File: config.mk
export PLATFORM = sky130hd
export DESIGN_NAME = stream_writer
export DESIGN_NICKNAME = d
export VERILOG_FILES = /design/src/common/lbm_ctrl_pkg.sv /design/src/common/lbm_geom_pkg.sv /design/src/stream_writer.sv
export SDC_FILE = /design/constraint.sdc
export NUM_CORES = 1
export LEC_CHECK = 0
export BUFFER_PORTS_ARGS = -buffer_cell sky130_fd_sc_hd__buf_4
export CELL_PAD_IN_SITES_DETAIL_PLACEMENT = 0
export CELL_PAD_IN_SITES_GLOBAL_PLACEMENT = 2
export CORE_AREA = 2 2 220 222
export DETAILED_ROUTE_END_ITERATION = 10
export DIE_AREA = 0 0 222 224
export GPL_TIMING_DRIVEN = 0
export PLACE_DENSITY = 0.58
export SLEW_MARGIN = 25
export SYNTH_ARGS = -nofsm -noshare
export SYNTH_HDL_FRONTEND = slang
export SYNTH_SLANG_ARGS = --single-unit
File: constraint.sdc
create_clock -name vclk -period 2.35
set_clock_uncertainty 0.1 [all_clocks]
set_input_delay 0.1175 -clock vclk [all_inputs]
set_output_delay 0.1175 -clock vclk [all_outputs]
set_load 0.02 [all_outputs]
File: src/common/lbm_ctrl_pkg.sv
package lbm_ctrl_pkg;

    // One distribution value
    typedef logic signed [15:0] sample_t;

    // Sweep phases
    typedef enum logic [2:0]
    {
        ph_init,    // Fill current bank once after reset
        ph_idle,    // Waits for go, serves read-outs
        ph_clear,   // Zero the next bank
        ph_stream,  // Move values to neighbours, one drain cycle
        ph_scrub,   // Zero barrier cells of next bank
        ph_swap     // Next bank becomes current
    } phase_t;

    // Bank select
    typedef logic bank_t;

endpackage

File: src/common/lbm_geom_pkg.sv
package lbm_geom_pkg;

    localparam int num_dirs = 9;

    // D2Q9 directions, rest first and then clockwise from north
    typedef enum logic [3:0]
    {
        d_rest,
        d_n,
        d_ne,
        d_e,
        d_se,
        d_s,
        d_sw,
        d_w,
        d_nw
    } dir_t;

    // Column step, east positive
    function automatic int dir_dx(dir_t d);
        case (d)
            d_ne, d_e, d_se: return 1;
            d_nw, d_w, d_sw: return -1;
            default:         return 0;
        endcase
    endfunction

    // Row step, north is row minus one
    function automatic int dir_dy(dir_t d);
        case (d)
            d_nw, d_n, d_ne: return -1;
            d_sw, d_s, d_se: return 1;
            default:         return 0;
        endcase
    endfunction

    // Direction pointing straight back
    function automatic dir_t dir_opposite(dir_t d);
        return (d == d_rest) ? d_rest : dir_t'((int'(d) + 3) % 8 + 1);
    endfunction

endpackage

File: src/stream_writer.sv
module stream_writer
    import lbm_ctrl_pkg::*;
    import lbm_geom_pkg::*;
#(
    parameter int lattice_width  = 8,
    parameter int lattice_height = 6,
    parameter int addr_width     = 6
)
(
    input  phase_t                phase,
    input  logic [addr_width-1:0] index,
    input  bank_t                 cur_bank,
    input  sample_t               init_dist [num_dirs],
    input  logic                  blocked,
    input  logic                  src_ok,
    input  logic [addr_width-1:0] target_addr [num_dirs],
    input  sample_t               q_dist [num_dirs],
    output logic [num_dirs-1:0]   wr_en,
    output logic [addr_width-1:0] wr_addr [num_dirs],
    output sample_t               wr_data [num_dirs],
    output bank_t                 wr_bank
);

    localparam int num_cells = lattice_width * lattice_height;

    logic stream_live;   // Bank data of cell index-1 is present

    // First stream cycle still carries the read of the clear phase
    assign stream_live = (index != '0) && (int'(index) <= num_cells);

    // Only init touches the current bank
    assign wr_bank = (phase == ph_init) ? cur_bank : ~cur_bank;

    always_comb
    begin
        for (int d = 0; d < num_dirs; d++)
        begin
            wr_en[d]   = 1'b0;
            wr_addr[d] = index;
            wr_data[d] = '0;

            case (phase)
                ph_init:
                begin
                    wr_en[d]   = 1'b1;
                    wr_data[d] = blocked ? sample_t'(0) : init_dist[d];
                end
                ph_clear:
                begin
                    wr_en[d] = 1'b1;   // Zero data
                end
                ph_stream:
                begin
                    wr_en[d]   = src_ok && stream_live;
                    wr_addr[d] = target_addr[d];
                    wr_data[d] = q_dist[d];
                end
                ph_scrub:
                begin
                    wr_en[d] = blocked;   // Barrier cells only
                end
                default:
                begin
                    wr_en[d] = 1'b0;
                end
            endcase
        end
    end

endmodule

; ---- Yosys cells after proc, flatten, opt, wreduce, memory -nomap -nowiden
; Cells that the tools add are included.
[word_totals]
n_memories = 0
output_inout_bits = 208
latchBits = 0
rom_bits = 0
ramBits = 0
register_bits = 0
in_bits = 354
[op_classes]
n_div = 0
n_addsub = 0
reduce_logical = 5
bitwise = 1
order_cmp = 1
n_mux = 29
n_eq_ne = 3
multipliers = 0
n_shift = 0
[ops]
columns = operator, count
row1 = $pmux 16 s2, 9
row2 = $mux 16, 9
row3 = $mux 6, 9
row4 = $eq 3x2->1 const B, 2
row5 = $le 6x6->1 const B, 1
row6 = $reduce_bool 6->1, 1
row7 = $eq 3x3->1 const B, 1
row8 = $logic_not 3->1, 1
row9 = $pmux 1 s3, 1
row10 = $logic_and 1x1->1, 2
row11 = $reduce_or 2->1, 1
row12 = $mux 1, 1
row13 = $not 1->1, 1

; ---- Depth between registers and ports, before layout
[depth]
depth_word = 4
mapped_depth = 5
mapped_depth_nobuf = 3

; ---- Worst setup path after synthesis
; OpenSTA, ideal clock, no wires.
[synth_timing]
path_kind = input to output
startpoint = input port index[3]
endpoint = output port wr_en[1]
t_arrival_ps = 1780
path_stages = 4
path_slack_ps = 353
cell_sequence = nor4_1 -> nor2_1 -> a211oi_1 -> buf_4
[synth_via]
elab_chain_len = 4
[synth_lines]
columns = element, line_no
row1 = from (decl), stream_writer.sv:11  ; input logic [addr_width-1:0] index,
row2 = $le 6x6->1 / $reduce_bool 6->1 (equally long branches), stream_writer.sv:29  ; assign stream_live = (index != '0) && (int'(index) <= num_cells);
row3 = $logic_and 1x1->1 (*), stream_writer.sv:29
row4 = $logic_and 1x1->1 (*), n/a
row5 = $pmux 1 s3 (*), n/a
row6 = to (decl), stream_writer.sv:18  ; output logic [num_dirs-1:0] wr_en,
; Mark *: on every way between the ends. The rest lies on a longest branch, timed or not.

==> run summary <==
Status: finished clean
Synth area leader: a22o_1
Largest family of logic cells by synthesized area: compound AO/OA/AOI/OAI gates
Seq/Total Area, Yosys: 0%
Critical-path top delay cell: buf_2
Critical path endpoint: wr_addr[38]
Die ar.: 49700 um2
Pwr dens: 196 nW/um2
Multi-input gate area: 1800 um2
Gr usage total: 10.2%
Synth Area in Compound Gates: 81.9%
I/O pins: 562
Routed wire per std cell: 18.9 um
Syn Inst Count: 268
Net count after synthesis: 622
Synth Area in Simple Gates: 5.42%
Synthesis-to-finish area growth: 245%
Data required time of the worst path: 2.13 ns
Mux contribution to synthesized area: 0%
Max incr delay on CP: 0.40 ns
Final period utilization: 93.4%
RSZ-0062 raised after global routing: no
Final Util: 15.0%
Final hold vios: 0
# setup viols final: 0
Die W: 222 um
Detailed Place HPWL: 24900 um
Vias: 4841
Post-DRT Antenna Nets: 0
Final #Nets: 1190
Mapped Area: 2050 um2
Core area: 47300 um2
Leak: 3.92 nW
Drt via density: 3.34
Antenna violations before repair: 2
Most numerous cell in the Yosys netlist: a22o_1
Worst vdd ir: 51.9 uV
GP Congestion: 0.792
Share of cells above drive strength 1: 71.6%
Reg area: 0 um2
Core Rows: 80
Synth Area in XOR/XNOR: 0.427%
Max Clk Rate: 456 MHz
Distinct cells, synth: 18
IO buf count: 562
DP Worst Slack: -0.194 ns
Post-synth top cells: 144 x a22o_1, 55 x a21o_1, 21 x buf_2, 15 x clkbuf_1, 9 x buf_4
Slew headroom: 38.5%
Congestion Overflow GR: 0
Largest net degree at the start of global routing: 11
CP most frequent cell: buf_4
Syn_area_per_cell: 7.66 um2
CP Launch Point: phase[2]
Hold WS: 0.426 ns
Final Max Slew Viols: 0
Crit path max fanout: 10
Startpoint types: primary input
Total power: 1.39 mW
Number of global-route vias before repair: 5061
Synth warn: 0
Clkbuf count: 0
Slew @ Worst Pin: 0.917 ns
Seq_cells: 0
First-pass GRT wire length: 36500 um
Yosys top cell area share: 61.4%
Drt drc: 0
Initial core utilization: 4.34%
Final min period: 2.19 ns
Fill count: 5489
Synth Area in Adders: 0%
Worst Hold Depth: 3
DRT Wirelength: 27500 um
Dominant cells by area after synthesis: a22o_1 61%, a21o_1 20%, buf_2 5.1%
Worst Setup End Kind: output port
DRT Pass-1 Iters: 4
CP Data Arrival Time: 1.98 ns
Final WS setup: 0.155 ns
Die Y: 224 um
1st-iter DRT viols: 92
Cells along the critical path: buf_4 -> and3b_1 -> buf_4 -> buf_2 -> buf_2 -> a21o_1 -> buf_4
Hold-fix buffers at CTS: 0
WS Path Type: primary input to output port
Hold Crit Class: primary input to output port
Maxcap violations: 0
worst min-delay path by stage:
stage,start,to,slack (ns)
after floorplan,cur_bank,wr_bank,0.28
after global routing,cur_bank,wr_bank,0.43
after CTS,cur_bank,wr_bank,0.43
after detailed placement,cur_bank,wr_bank,0.43
after global placement,target_addr[36],wr_addr[36],0.43
final,cur_bank,wr_bank,0.43
kinds of logic (layout without fill, tap and decap cells):
| logic type | count (synthesis) | after routing |
|---|---|---|
| AO/OA/AOI/OAI | 200 | 200 |
| XOR/XNOR | 1 | 1 |
| buffers and inverters | 51 | 617 |
| other | 0 | 2 |
| AND/OR/NAND/NOR | 16 | 16 |
timing repair:
| action | 4_1_cts | 5_1_grt |
|---|---|---|
| setup endpoints to repair | 66 | 3 |
| gates resized for setup | 0 | 1 |
| pin swaps | 1 | 0 |
| buffers inserted | 4 | 0 |
| cloned | 0 | 0 |
power by group:
group          internal, mW  leakage, nW    total, mW  switching [mW]
clock           0.000000114    0.0000127  0.000000114               0
sequential                0            0            0               0
combinational         0.748         3.92         1.39           0.640
placed cells by master (no fill, tap or decap), types with 2 or more instances in the layout:
cell,count
a21o_1,55
buf_4,575
a22o_1,144
diode_2,2
buf_1,6
clkbuf_1,15
nor2b_1,6
buf_2,20
nor2_1,2
critical path: cells and delay by family:
| kind | cells | cell delay (ns) |
|---|---|---|
| AOI/OAI and AO/OA | 1 | 0.22 |
| and+or+nand+nor | 1 | 0.31 |
| buffers and inverters | 5 | 1.30 |
per-stage QoR:
step / cell area, um2 / TNS [ns] / std cells
CTS: 7070 / 0 / 1449
global placement: 7040 / -4.13 / 1445
finish: 7080 / 0 / 1451
detailed placement: 7040 / -5.13 / 1445
floorplan: 2050 / 0 / 268
global route: 7080 / 0 / 1450
layer usage:
layer	part of all wire (%)	GRT usage, %	up-vias
met3	7.8	2.27	20
met2	55	20.7	363
met1	35	10.5	2216
met4	2.1	2.05	0
met5	0	0	-
li1	-	-	2242
final cells by class:
type                       count  area share [%]
buffer                        51            3.59
timing repair buffer         566            60.0
multi-input combinational    217            25.5
tap                          615            10.9
antenna                        2          0.0707
No activity file was read; power rests on OpenSTA's default activity.
