$ cat src/common/lbm_geom_pkg.sv
package lbm_geom_pkg;

    localparam int num_dirs = 9;

    // D2Q9 directions, rest first and then clockwise from north
    typedef enum logic [3:0]
    {
        d_rest,
        d_n,
        d_ne,
        d_e,
        d_se,
        d_s,
        d_sw,
        d_w,
        d_nw
    } dir_t;

    // Column step, east positive
    function automatic int dir_dx(dir_t d);
        case (d)
            d_ne, d_e, d_se: return 1;
            d_nw, d_w, d_sw: return -1;
            default:         return 0;
        endcase
    endfunction

    // Row step, north is row minus one
    function automatic int dir_dy(dir_t d);
        case (d)
            d_nw, d_n, d_ne: return -1;
            d_sw, d_s, d_se: return 1;
            default:         return 0;
        endcase
    endfunction

    // Direction pointing straight back
    function automatic dir_t dir_opposite(dir_t d);
        return (d == d_rest) ? d_rest : dir_t'((int'(d) + 3) % 8 + 1);
    endfunction

endpackage

$ cat src/neighbor_map.sv
module neighbor_map
    import lbm_geom_pkg::*;
#(
    parameter int  lattice_width  = 8,
    parameter int  lattice_height = 6,
    parameter int  addr_width     = 6,
    localparam int num_cells      = lattice_width * lattice_height
)
(
    input  logic                  clk,
    input  logic                  rst,
    input  logic [addr_width-1:0] index,
    input  logic [num_cells-1:0]  barriers,
    output logic                  blocked,
    output logic                  src_ok,
    output logic [addr_width-1:0] target_addr [num_dirs]
);

    int   col;
    int   row;
    logic interior;   // Not on the outer ring

    assign col = int'(index) % lattice_width;
    assign row = int'(index) / lattice_width;

    assign interior = (col > 0) && (col < lattice_width - 1) &&
                      (row > 0) && (row < lattice_height - 1);

    // Drain index lies past the grid and counts as open
    assign blocked = (int'(index) < num_cells) ? barriers[index] : 1'b0;

    always_ff @(posedge clk or negedge rst)
    begin
        if (!rst)
            src_ok <= 1'b0;
        else
            src_ok <= interior && !blocked;   // Lines up with q_dist
    end

    ////////////////////////////////////////
    // Neighbour addresses, one per direction

    always_ff @(posedge clk)
    begin
        for (int d = 0; d < num_dirs; d++)
        begin
            target_addr[d] <= addr_width'(int'(index)
                                          + dir_dy(dir_t'(d)) * lattice_width
                                          + dir_dx(dir_t'(d)));
        end
    end

endmodule

$ cat config.mk
export PLATFORM = sky130hd
export DESIGN_NAME = neighbor_map
export DESIGN_NICKNAME = d
export VERILOG_FILES = /design/src/common/lbm_geom_pkg.sv /design/src/neighbor_map.sv
export SDC_FILE = /design/constraint.sdc
export NUM_CORES = 1
export LEC_CHECK = 0
export ABC_AREA = 1
export ABC_CLOCK_PERIOD_IN_PS = 1370
export BUFFER_PORTS_ARGS = -buffer_cell sky130_fd_sc_hd__buf_2
export CORE_MARGIN = 2
export CORE_UTILIZATION = 40
export CTS_BUF_LIST = sky130_fd_sc_hd__clkbuf_4 sky130_fd_sc_hd__clkbuf_8
export DETAILED_ROUTE_END_ITERATION = 7
export GPL_TIMING_DRIVEN = 0
export PLACE_DENSITY = 0.8
export SLEW_MARGIN = 20
export SYNTH_ARGS = -nofsm -noshare
export SYNTH_HDL_FRONTEND = slang
export SYNTH_SLANG_ARGS = --single-unit
$ cat constraint.sdc
create_clock -name clk -period 1.37 [get_ports clk]
set_input_delay 0.274 -clock clk [delete_from_list [all_inputs] [get_ports clk]]
set_output_delay 0.274 -clock clk [all_outputs]
set_load 0.02 [all_outputs]
After elaboration in Yosys (flattened, before gate mapping)
Cells that the tools add are included.
{"block": "word_totals", "rom_bits": 0, "latchBits": 0, "ram_bits": 0, "regBits": 55, "mem_count": 0}
{"block": "op_classes", "multipliers": 0, "shifts": 0, "magnitude_cmp": 6, "mux": 3, "n_eq_ne": 0, "add_sub_neg": 8, "n_reduce_logical": 5, "div_mod_pow": 0, "n_bitwise": 0}
{"operator": "adder 6 x 1 -> 6 bit, second input constant", "n": 4}
{"operator": "adder 6 x 2 -> 6 bit, second input constant", "n": 2}
{"operator": "adder 6 x 4 -> 6 bit, second input constant", "n": 2}
{"operator": "less-than comparator 6 x 7 -> 1 bit, second input constant", "n": 1}
{"operator": "binary-select mux 1 bit (select 6 bit)", "n": 1}
{"operator": "> comparator 3 x 1 -> 1 bit, second input constant", "n": 2}
{"operator": "less-than comparator 3 bit, second input constant", "n": 2}
{"operator": "less-than comparator 6 bit, second input constant", "n": 1}
{"operator": "logical AND 1 bit", "n": 4}
{"operator": "2-to-1 mux 1 bit", "n": 2}
{"operator": "logical NOT 1 bit", "n": 1}

Logic depth before layout (Yosys ltp)
{"block": "depth", "word_depth": 5, "mapped_depth": 12}

Worst setup path before layout
OpenSTA, ideal clock, no wires.
{"block": "synth_path", "path_type": "input to output", "from": "input index[1]", "to": "output blocked", "slack_ns": -0.026, "required_ns": 1.096, "stages": 10, "arrival_time_ns": 1.122, "cell_sequence": "buf_2 inv_2 buf_6 nor2_1 o21ai_0 nand3_1 nand3_1 nand2_1 nand2_1 nand2_2"}
{"block": "synth_between", "elab_chain_len": 3, "word_cells_on_any_way": 4}
{"item": "start: declaration", "line_no": "neighbor_map.sv:12", "text": "input logic [addr_width-1:0] index,"}
{"item": "binary-select mux 1 bit (select 6 bit)", "line_no": "neighbor_map.sv:30", "text": "assign blocked = (int'(index) < num_cells) ? barriers[index] : 1'b0;"}
{"item": "2-to-1 mux 1 bit (not written as such)", "line_no": "neighbor_map.sv:30"}
{"item": "2-to-1 mux 1 bit *", "line_no": "neighbor_map.sv:30"}
{"item": "end: declaration", "line_no": "neighbor_map.sv:14", "text": "output logic blocked,"}
Every way passes the cells marked *; elsewhere a longest branch is shown, timed or not. The select of a mux whose other input is x is not followed.

Worst setup path after layout
{"block": "layout_path", "from": "input index[0]", "to": "output blocked"}
The elaborated chain is that of the path after synthesis.

==> flow_summary_export.csv <==
group,metric,value,unit
status,outcome,"finished, violations left",
status,violations,"setup timing",
routing,via_per_inst,4.40,
power_and_ir_drop,p_switching,860,uW
power_and_ir_drop,static-leakage-power,1.56,nW
setup_path,startpoint_type,"input pin",
power_and_ir_drop,p_clk_frac,0.283,
clocking,cts_tree,"built",
sta,setup_viol,1,
sta,rsz0062_at_grt,"true",
sta,worst_pin_slew,0.363,ns
routing,ant_nets,0,
floorplan,fp.dieW,71.7,microns
logic_synthesis,synth_mux_area_frac,0,
logic_synthesis,yosys.area_share.adder,0.0684,
final_layout,areaGrowthSynthToFinish,55.6,%
place,placed_cells,410,
setup_path,cp_data_required_time,1.10,ns
logic_synthesis,yosysUniqueCellTypes,22,
power_and_ir_drop,power_density,967,mW/mm^2
final_layout,nets,439,
sta,clock.fmax,596,MHz
final_layout,multi_input_area,926,sq um
grt,grt_pass1_vias,1680,
flow_run,cap_viol_max_count,0,
sta,finalCritPeriodShare,1.23,
setup_path,critPathLaunch,"index[0]",
place,dp_slack,-0.414,ns
grt,track_usage,0.183,
logic_synthesis,ys_warn_count,0,
clocking,htreeDepth,2,
sta,finalWorstSetupSlack,-0.308,ns
grt,grt_pass1_wl,7380,microns
floorplan,ioPinCount,112,
power_and_ir_drop,power.share.switching,0.312,
logic_synthesis,async_flop_share,0.0303,
clocking,clock_sinks,33,
clocking,cts.reportedPaths.clkPinSlew,0.07,ns
setup_path,path_max_fanout,6,
grt,grt_max_degree,13,
floorplan,die_area,0.00513,sq mm
floorplan,num_rows,24,
routing,totalWireLength,4810,microns
routing,drc,0,
setup_path,criticalPathCategory,"in2out",
place,placement.io_buffers,111,
logic_synthesis,syn_area_per_cell,7.41,sq um
routing,route.vias.total,1876,
logic_synthesis,syn-num-nets,313,
floorplan,core,0.00438,sq mm
logic_synthesis,synth_flop_cell,"dfxtp_1",
logic_synthesis,seq_area_frac_synth,0.364,
logic_synthesis,synth_area,0.00183,sq mm
power_and_ir_drop,p_int,1.89,mW
sta,period_minus_slack,1.68,ns
power_and_ir_drop,p_comb_frac,0.322,
grt,grt_overflow_total,0,
final_layout,antenna_cells,0,
logic_synthesis,synth_edf_count,0,
routing,routedWlPerCell,11.3,microns
final_layout,register_area,666,sq um
logic_synthesis,synthCells,247,
logic_synthesis,synth-simple-area-share,0.261,
sta,finalSetupTns,-0.308,ns
floorplan,start_util,0.418,
final_layout,drive_above_1_share,0.500,
hold_path,holdCritStartpoint,"index[2]",
place,gp_congestion,0.882,
logic_synthesis,synth_top_family_by_area,"simple AND/OR/NAND/NOR gates",
logic_synthesis,synth_xor_area_frac,0.0718,
grt,antenna_found_initial,0,
setup_path,crit_arrival,1.40,ns
final_layout,filler_cell_count,370,
sta,maxSlewViolCount,0,
sta,hold_viol,0,
sta,slew_headroom,0.757,
routing,drt_iter0_drc,49,
floorplan,die_h,71.7,microns
power_and_ir_drop,vdd_drop_max,0.000357,V
hold_path,whs_path_depth,1,
hold_path,hold_class,"in2reg",
logic_synthesis,synth_seq_cells,33,
power_and_ir_drop,pwr-share-seq,0.395,
routing,dr.pass1.iters,4,
place,post-dp-hpwl,3450,microns
clocking,clk_path_buf_depth,2,
final_layout,finalNonFillerCells,426,
clocking,root_buffer,"clkbuf_8",
setup_path,end_kind,"primary output",
logic_synthesis,synth_compound_area_frac,0.0403,
clocking,numCtsBuffers,5,
worst max-delay path, stage by stage:
cell and delay (ns):
buf_12 0.11, buf_12 0.14, buf_8 0.14, nor2_2 0.10, nor2_1 0.04, o21ai_1 0.08
nand3_1 0.12, nand3_2 0.10, nand2_2 0.06, nand2_2 0.07, nand2_4 0.05, buf_6 0.13
sequential cells by signal (all words and copies together) (netlist names):
name	flops
src_ok	1
target_addr	32
cells in the mapped netlist (2+ instances only):
cell | count | area, sq um
nand2_1 | 58 | 218
dfxtp_1 | 32 | 641
nor2_1 | 28 | 105
inv_1 | 26 | 97.6
nand3_1 | 24 | 120
buf_4 | 23 | 173
xor2_1 | 12 | 105
ha_1 | 10 | 125
o21ai_0 | 9 | 45.0
buf_6 | 5 | 56.3
buf_2 | 4 | 20.0
a21oi_1 | 3 | 15.0
xnor2_1 | 3 | 26.3
nand2_2 | 2 | 12.5
metrics by stage:
| step | power, mW | instance area [sq um] | util | hold slack, ns |
|---|---|---|---|---|
| 2_1_floorplan | 1.61 | 1840 | - | -0.0216 |
| 3_3_place_gp | 1.88 | 2460 | 0.561 | 0.0502 |
| 3_5_place_dp | 1.89 | 2460 | 0.561 | 0.0494 |
| 4_1_cts | 2.74 | 2770 | 0.632 | 0.108 |
| 5_1_grt | 2.89 | 2850 | 0.650 | 0.107 |
| 6_report | 2.75 | 2850 | 0.650 | 0.108 |
layer usage:
metal  wire, microns  part of all wire  GRT usage  vias up
met3             341             0.071     0.0352       10
met2            2440              0.51      0.328       88
met1            1920              0.40      0.203      793
li1                -                 -          -      985
met5               0                 0          0        -
met4             105             0.022     0.0964        0
layout make-up:
type / count / share of cell area
multi-input cells: 154 / 0.325
clock buffers: 8 / 0.0343
plain buffers: 31 / 0.0988
inverters: 28 / 0.0422
flip-flops and latches: 33 / 0.234
well taps: 52 / 0.0228
repair buffers: 120 / 0.243
power groups by stage:
stage               Combinational [mW]  Clock [mW]  Sequential (mW)
detailed placement               0.780           0             1.11
finish                           0.888       0.780             1.09
CTS                              0.863       0.791             1.09
global placement                 0.770           0             1.11
floorplan                        0.381           0             1.23
global route                     0.958       0.837             1.10
kinds of logic after synthesis:
kind of cell / count (synthesis)
xor+xnor: 15
buf+inv: 60
compound gates: 14
fa+ha+maj: 10
simple gates: 115
flops: 33
cell usage in the layout, fill, tap and decap left out, drive strengths merged:
cell type	count
a21oi	3
buf	149
clkbuf	9
clkinv	1
dfrtp	1
dfxtp	32
dlygate4sd3	1
ha	10
inv	27
nand2	60
nand3	25
nand4	1
nor2	29
o2111ai	1
o21ai	10
xnor2	3
xor2	12
timing repair:
item                                    in CTS  in global routing
endpoints found under the setup margin       1                  2
pin swaps                                    9                 17
gates resized for setup                     40                 23
setup buffers                                3                  1
hold buffers                                 1                  0
hold endpoints to repair                     1                  0
cloned                                       4                  0
worst paths after layout:
kind / slack, ns / end
worst max-delay path: -0.31 / blocked
worst min-delay path: 0.11 / target_addr[50]
max in group asynchronous: 0.98 / src_ok
min in group asynchronous: 0.31 / src_ok
Note: power is estimated with default switching activity, not from simulation.
