<file path="src/common/lbm_ctrl_pkg.sv">
package lbm_ctrl_pkg;

    // One distribution value
    typedef logic signed [15:0] sample_t;

    // Sweep phases
    typedef enum logic [2:0]
    {
        ph_init,    // Fill current bank once after reset
        ph_idle,    // Waits for go, serves read-outs
        ph_clear,   // Zero the next bank
        ph_stream,  // Move values to neighbours, one drain cycle
        ph_scrub,   // Zero barrier cells of next bank
        ph_swap     // Next bank becomes current
    } phase_t;

    // Bank select
    typedef logic bank_t;

endpackage

</file>
<file path="src/sweep_sequencer.sv">
module sweep_sequencer
    import lbm_ctrl_pkg::*;
#(
    parameter int lattice_width  = 8,
    parameter int lattice_height = 6,
    parameter int addr_width     = 6
)
(
    input  logic                  clk,
    input  logic                  rst,
    input  logic                  go,
    input  logic [15:0]           step_count_in,
    input  logic                  rd_strobe,
    input  logic [addr_width-1:0] rd_addr,
    output phase_t                phase,
    output logic [addr_width-1:0] index,
    output logic [addr_width-1:0] read_addr,
    output bank_t                 cur_bank,
    output logic                  busy,
    output logic                  done,
    output logic [15:0]           step_count,
    output logic                  rd_valid
);

    localparam int num_cells = lattice_width * lattice_height;

    localparam logic [addr_width-1:0] last_cell  = addr_width'(num_cells - 1);
    localparam logic [addr_width-1:0] drain_cell = addr_width'(num_cells);  // Stream only

    logic [15:0] steps_left;   // Steps still to run in this go
    logic        sweep_end;    // Last cycle of the running phase

    assign busy = (phase != ph_idle);

    // Bank read port follows the sweep, or the outside in idle
    assign read_addr = busy ? index : rd_addr;

    assign sweep_end = (phase == ph_stream) ? (index == drain_cell) : (index == last_cell);

    ////////////////////////////////////////
    // Phase machine

    always_ff @(posedge clk or negedge rst)
    begin
        if (!rst)
        begin
            phase      <= ph_init;
            index      <= '0;
            cur_bank   <= 1'b0;
            steps_left <= '0;
            step_count <= '0;
            done       <= 1'b0;
            rd_valid   <= 1'b0;
        end
        else
        begin
            done     <= 1'b0;
            rd_valid <= rd_strobe && !busy;   // Data is on q_dist next cycle

            case (phase)
                ph_idle:
                begin
                    if (go)
                    begin
                        steps_left <= step_count_in;
                        index      <= '0;
                        if (step_count_in == 16'd0)
                            done <= 1'b1;   // Nothing to run
                        else
                            phase <= ph_clear;
                    end
                end

                ph_init, ph_clear, ph_stream, ph_scrub:
                begin
                    // One cell per cycle
                    if (sweep_end)
                    begin
                        index <= '0;
                        case (phase)
                            ph_init:   phase <= ph_idle;
                            ph_clear:  phase <= ph_stream;
                            ph_stream: phase <= ph_scrub;
                            default:   phase <= ph_swap;
                        endcase
                    end
                    else
                    begin
                        index <= index + 1'b1;
                    end
                end

                ph_swap:
                begin
                    cur_bank   <= ~cur_bank;
                    step_count <= step_count + 16'd1;
                    steps_left <= steps_left - 16'd1;
                    if (steps_left == 16'd1)
                    begin
                        phase <= ph_idle;
                        done  <= 1'b1;   // Falls together with busy
                    end
                    else
                    begin
                        phase <= ph_clear;
                    end
                end

                default:
                begin
                    phase <= ph_idle;
                end
            endcase
        end
    end

endmodule

</file>
<file path="config.mk">
export PLATFORM = sky130hd
export DESIGN_NAME = sweep_sequencer
export DESIGN_NICKNAME = d
export VERILOG_FILES = /design/src/common/lbm_ctrl_pkg.sv /design/src/sweep_sequencer.sv
export SDC_FILE = /design/constraint.sdc
export NUM_CORES = 1
export LEC_CHECK = 0
export BUFFER_PORTS_ARGS = -buffer_cell sky130_fd_sc_hd__buf_2
export CAP_MARGIN = 15
export CORE_MARGIN = 2
export CORE_UTILIZATION = 48
export CTS_BUF_LIST = sky130_fd_sc_hd__clkbuf_4
export DETAILED_ROUTE_END_ITERATION = 10
export PLACE_DENSITY = 0.82
export SLEW_MARGIN = 10
export SYNTH_ARGS = -nofsm -noshare
export SYNTH_HDL_FRONTEND = slang
export SYNTH_SLANG_ARGS = --single-unit
</file>
<file path="constraint.sdc">
create_clock -name clk -period 1.96 [get_ports clk]
set_clock_uncertainty 0.05 [all_clocks]
set_input_delay 0 -clock clk [delete_from_list [all_inputs] [get_ports clk]]
set_output_delay 0 -clock clk [all_outputs]
set_load 0.03 [all_outputs]
</file>
# --- Yosys cells after proc, flatten, opt, wreduce, memory -nomap -nowiden ---
# Cells that the tools add are included.
# W data, S select, Z words.
classes:
  n_addsub: 3
  eq_ne: 12
  muxes: 17
  bitwise: 1
  reduce_logical: 10
op_table:
  columns: ["cell", "n"]
  rows:
  - ["$pmux W16 S2", 1]
  - ["$mux W6", 3]
  - ["$pmux W3 S3", 2]
  - ["$add A16 B1 Y16 const B", 1]
  - ["$eq A16 B1 Y1 const B", 1]
  - ["$logic_not A16 Y1", 1]
  - ["$mux W16", 1]
  - ["$sub A16 B1 Y16 const B", 1]
  - ["$eq A6 B6 Y1 const B", 2]
  - ["$pmux W6 S2", 1]
  - ["$mux W3", 3]
  - ["$add A6 B1 Y6 const B", 1]
  - ["$eq A3 B2 Y1 const B", 2]
  - ["$eq A3 B3 Y1 const B", 2]
  - ["$ne A2 B2 Y1 const B", 3]
  - ["$mux W1", 4]
  - ["$reduce_and A2 Y1", 2]
  - ["$reduce_bool A2 Y1", 2]
  - ["$reduce_or A4 Y1", 1]
  - ["$eq A3 B1 Y1 const B", 1]
  - ["$logic_not A3 Y1", 1]
  - ["$ne A3 B1 Y1 const B", 1]
  - ["$reduce_and A3 Y1", 1]
  - ["$mux W2", 1]
  - ["other kinds (4)", 4]
word_totals:
  ff_bits: 44
  in_bits: 26
  word_cells: 50

# --- Longest topological paths before layout ---
depth:
  depth_word: 4
  depth_mapped: 6

# --- Worst setup path after synthesis ---
# No wires, ideal clock.
synth_path:
  path_type: "register to register"
  startpoint: "register phase[1]"
  endpoint: "register step_count[12]"
  setup_time_ns: 0.133
  arrival_time_ns: 1.560
  t_required_ns: 1.777
  setup_slack_ns: 0.217
  stages_incl_launch_ff: 6
  n_path_buf: 1
  synth_period_minus_slack_ns: 1.743
  path_cell_list: "dfrtp_1 > buf_2 > nand3b_4 > nor4_4 > nand3_1 > xnor2_1"
synth_via:
  elab_chain_len: 1
synth_rtl:
  columns: ["item", "line_no", "source"]
  rows:
  - ["from (decl)", "sweep_sequencer.sv:15", "output phase_t phase,"]
  - ["from (signal assigned)", "sweep_sequencer.sv:47", "phase <= ph_init;"]
  - ["from (signal assigned)", "sweep_sequencer.sv:70", "phase <= ph_clear;"]
  - ["from (signal assigned)", "sweep_sequencer.sv:81", "ph_init: phase <= ph_idle;"]
  - ["$eq A3 B3 Y1", "sweep_sequencer.sv:60", "case (phase)"]
  - ["to (signal assigned)", "sweep_sequencer.sv:96", "step_count <= step_count + 16'd1;"]
  - ["to (decl)", "sweep_sequencer.sv:21", "output logic [15:0] step_count,"]
# Every way passes these cells.
# A chain may end at the register's enable or synchronous reset.

# --- Final worst setup path ---
layout_path:
  startpoint: "register phase[2]"
  endpoint: "register steps_left[13]"
layout_via:
  elab_chain_len: 3
  word_cells_on_any_way: 6
  cone_classes: "3 x eq/ne; 1 x mux; 2 x reduce/logical"
layout_rtl:
  columns: ["item", "line_no", "source"]
  rows:
  - ["$eq A3 B1 Y1 / $eq A3 B3 Y1 (equally long branches)", "sweep_sequencer.sv:60", null]
  - ["$ne A2 B2 Y1 (no line) / $reduce_bool A2 Y1 (equally long branches)", null, null]
  - ["$reduce_and A2 Y1 (no line)", null, null]
  - ["to (signal assigned)", "sweep_sequencer.sv:65", "steps_left <= step_count_in;"]
  - ["to (signal assigned)", "sweep_sequencer.sv:97", "steps_left <= steps_left - 16'd1;"]
  - ["to (decl)", "sweep_sequencer.sv:30", "logic [15:0] steps_left;"]
# Parallel ways exist; a longest one is shown, timed or not.

==> summary.md <==
| Metric | Value |
|---|---|
| Rel. slew slack | 63.9% |
| Register area share after synthesis | 44.7% |
| HP Class | in2async |
| Startpoint of the worst setup timing path | phase[2] |
| Status | finished clean |
| Reg area | 1100 um2 |
| Core Region | approximately 5000 um2 |
| Reg2Reg Setup Slack | about 0.038 ns |
| Post-route ant nets | 0 |
| Clk_lat worst skew | between 0.3 and 0.4 ns |
| Final Hold Fails | 0 |
| Clk buf depth | 2 |
| CP required | 2.16 ns |
| Fillers | around 410 |
| Unrepaired setup endpoints after global routing | false |
| Drt drc | 0 |
| Max-Cap Viols | 0 |
| Synth Instances | 251 |
| Non-Filler Instances | 406 |
| Worst-Margin Slew | 0.541 ns |
| DR pass1 iterations | 4 |
| P&R area growth vs syn | 28.7% |
| Grt ovf | 0 |
| RR Startpoint | phase[2] |
| Most frequent cells in the layout | buf_2, dfrtp_1, nand2_1 |
| Worst setup endpoint | steps_left[13] |
| Layout cells sized above 1 | 28.3% |
| Final nets | 365 |
| Synth cell types | 53 |
| Kind of critical path | reg2reg |
| Num CTS Buffers | 5 |
| Synthesized area per cell | 9.82 um2 |
| Initial core utilization | 48.9% |
| Multi-input combinational cell area | 1280 um2 |
| GRT Resource Usage Total | 23.8% |
| Worst Setup Start Kind | register |
| Std cell rows | 26 |
| Via-to-Cell Ratio | 5.79 |
| Boundary Pins | 61 |
| Starting DRT DRC Count | 219 |
| Final setup viols | 0 |
| Maximum VDD drop | 0.277 mV |
| Pin count of the biggest net entering global routing | 24 |
| CTS tree | built |
| Via count | 2352 |
| Routed len/inst | between 15 and 20 um |
| Synth Cell Area | 2460 um2 |
| CP Max Fanout | 9 |
| TNS Setup | 0 ns |
| Leak | 1.48 nW |
| Final Wtd Congestion | 0.868 |
| Root Buffer | clkbuf_4 |
| Async SR Flop Fraction | 100% |
| Tmin final | 1.92 ns |
| Antenna Cells | 0 |
| Dpl cells | around 380 |
| Fmax achieved | 0.520 GHz |
| Crit end category | register |
| Top FF cell, synth | dfrtp_1 |
| PwrDens | 500 nW/um2 |
| Syn Nets | 281 |
| Htree depth | 2 |
| WL final | 6510 um |
| Data arrival, critical path | 2.12 ns |
| Yosys reg bits | 44 |
| Dpl cell area | 2860 um2 |
| Finished Cell Area | between 3000 and 4000 um2 |
| Max-slew violation count | 0 |
| Port bufs | 60 |
| Synth warn | 0 |
| Leading cell type in the layout, fill and taps excluded | buf_2 |
| First-pass GRT wire length | just over 10000 um |
| Clk sinks | 44 |
| Detail Placement HPWL | 4380 um |
| Reg clk slew, reported paths | 0.14 ns |
| Die width | ~76 um |
| Fin crit share | between 90% and 100% |
| Post-synth EDFFs | 0 |
| Antenna violations before repair | 0 |
| R2R Path End | steps_left[13] |
| Die area | 5720 um2 |
| Die Y | between 70 and 80 um |
| Number of global-route vias before repair | 2232 |
| Worst reg2reg path depth | 6 |
cells in the mapped netlist, types with 6 or more instances:
master | instances | share of area [%]
nand3_1 | 15 | 3.0
nand2_1 | 35 | 5.3
o21ai_0 | 6 | 1.2
xnor2_1 | 14 | 5.0
nor3_1 | 7 | 1.4
dfrtp_1 | 44 | 45
nor2_1 | 17 | 2.6
a211oi_1 | 7 | 2.1
buf_2 | 7 | 1.4
inv_1 | 6 | 0.91
nand4_1 | 6 | 1.5
mux2_2 | 6 | 2.7
worst max-delay path: stages, from the launching register on:
cell and delay [ns]:
dfrtp_2 0.50, buf_4 0.19, and3b_1 0.23, and2_1 0.20, buf_4 0.18, a211oi_1 0.34, a311oi_1 0.10
cell type report:
cell class                      instances  area share (%)
Clock buffer                            5            1.18
Clock inverter                          3            1.34
Inverter                                6           0.710
Multi-Input combinational cell        190            40.5
Sequential cell                        44            34.8
Tap cell                               70            2.76
Timing Repair Buffer                   88            18.6
cell families after synthesis:
family                   count (synthesis)  synth area share, %
XOR/XNOR                                17                 6.04
buffers and inverters                   17                 3.40
flip-flops                              44                 44.7
adder cells (fa/ha/maj)                  4                 2.03
AND/OR/NAND/NOR                        115                 27.0
multiplexers                             6                 2.74
AO/OA/AOI/OAI                           48                 14.1
power by group:
| part | internal [W] | total [W] | switching, W |
|---|---|---|---|
| Clock | 0.000266 | 0.000588 | 0.000322 |
| Sequential | 0.000908 | 0.000908 | 0 |
| Combinational | 0.0000477 | 0.0000881 | 0.0000404 |
repair_timing:
item | 4_1_cts | 5_1_grt
endpoints found under the hold margin | 62 | 0
hold buffers | 19 | 0
buffers inserted | 2 | 0
pin swaps | 1 | 1
cloned | 0 | 0
resized for setup | 2 | 8
endpoints found under the setup margin | 6 | 7
through the flow:
step	hold WS, ns	worst slack (ns)	total power [W]	util (%)
5_1_grt	0.118	0.00475	0.00164	62.9
6_report	0.0724	0.0380	0.00158	62.9
4_1_cts	0.0730	0.0426	0.00159	62.7
2_1_floorplan	-0.346	0.217	0.000927	-
3_5_place_dp	-0.0453	0.219	0.000981	56.8
3_3_place_gp	-0.0404	0.278	0.000981	56.8
registers in the layout, summed over array words and instances, names as in the netlist:
signal and cells:
cur_bank 1, index 6, done 1, phase 3, step_count 16, rd_valid 1
steps_left 16
how the worst min path moves through the flow:
stage,start,to,cells after the start
finish,rst,step_count[0],2
global route,rst,cur_bank,2
floorplan,rst,cur_bank,0
CTS,rst,rd_valid,2
detailed placement,rst,step_count[0],1
global placement,rst,step_count[0],1
layer usage:
| layer | track usage [%] | vias up | routed length (um) |
|---|---|---|---|
| met1 | 29.2 | 1112 | 2690 |
| met3 | 4.63 | 28 | 398 |
| li1 | - | 1098 | - |
| met4 | 14.2 | 0 | 266 |
| met5 | 0 | - | 0 |
| met2 | 38.8 | 114 | 3160 |
Note: power is estimated with default switching activity, not from simulation.
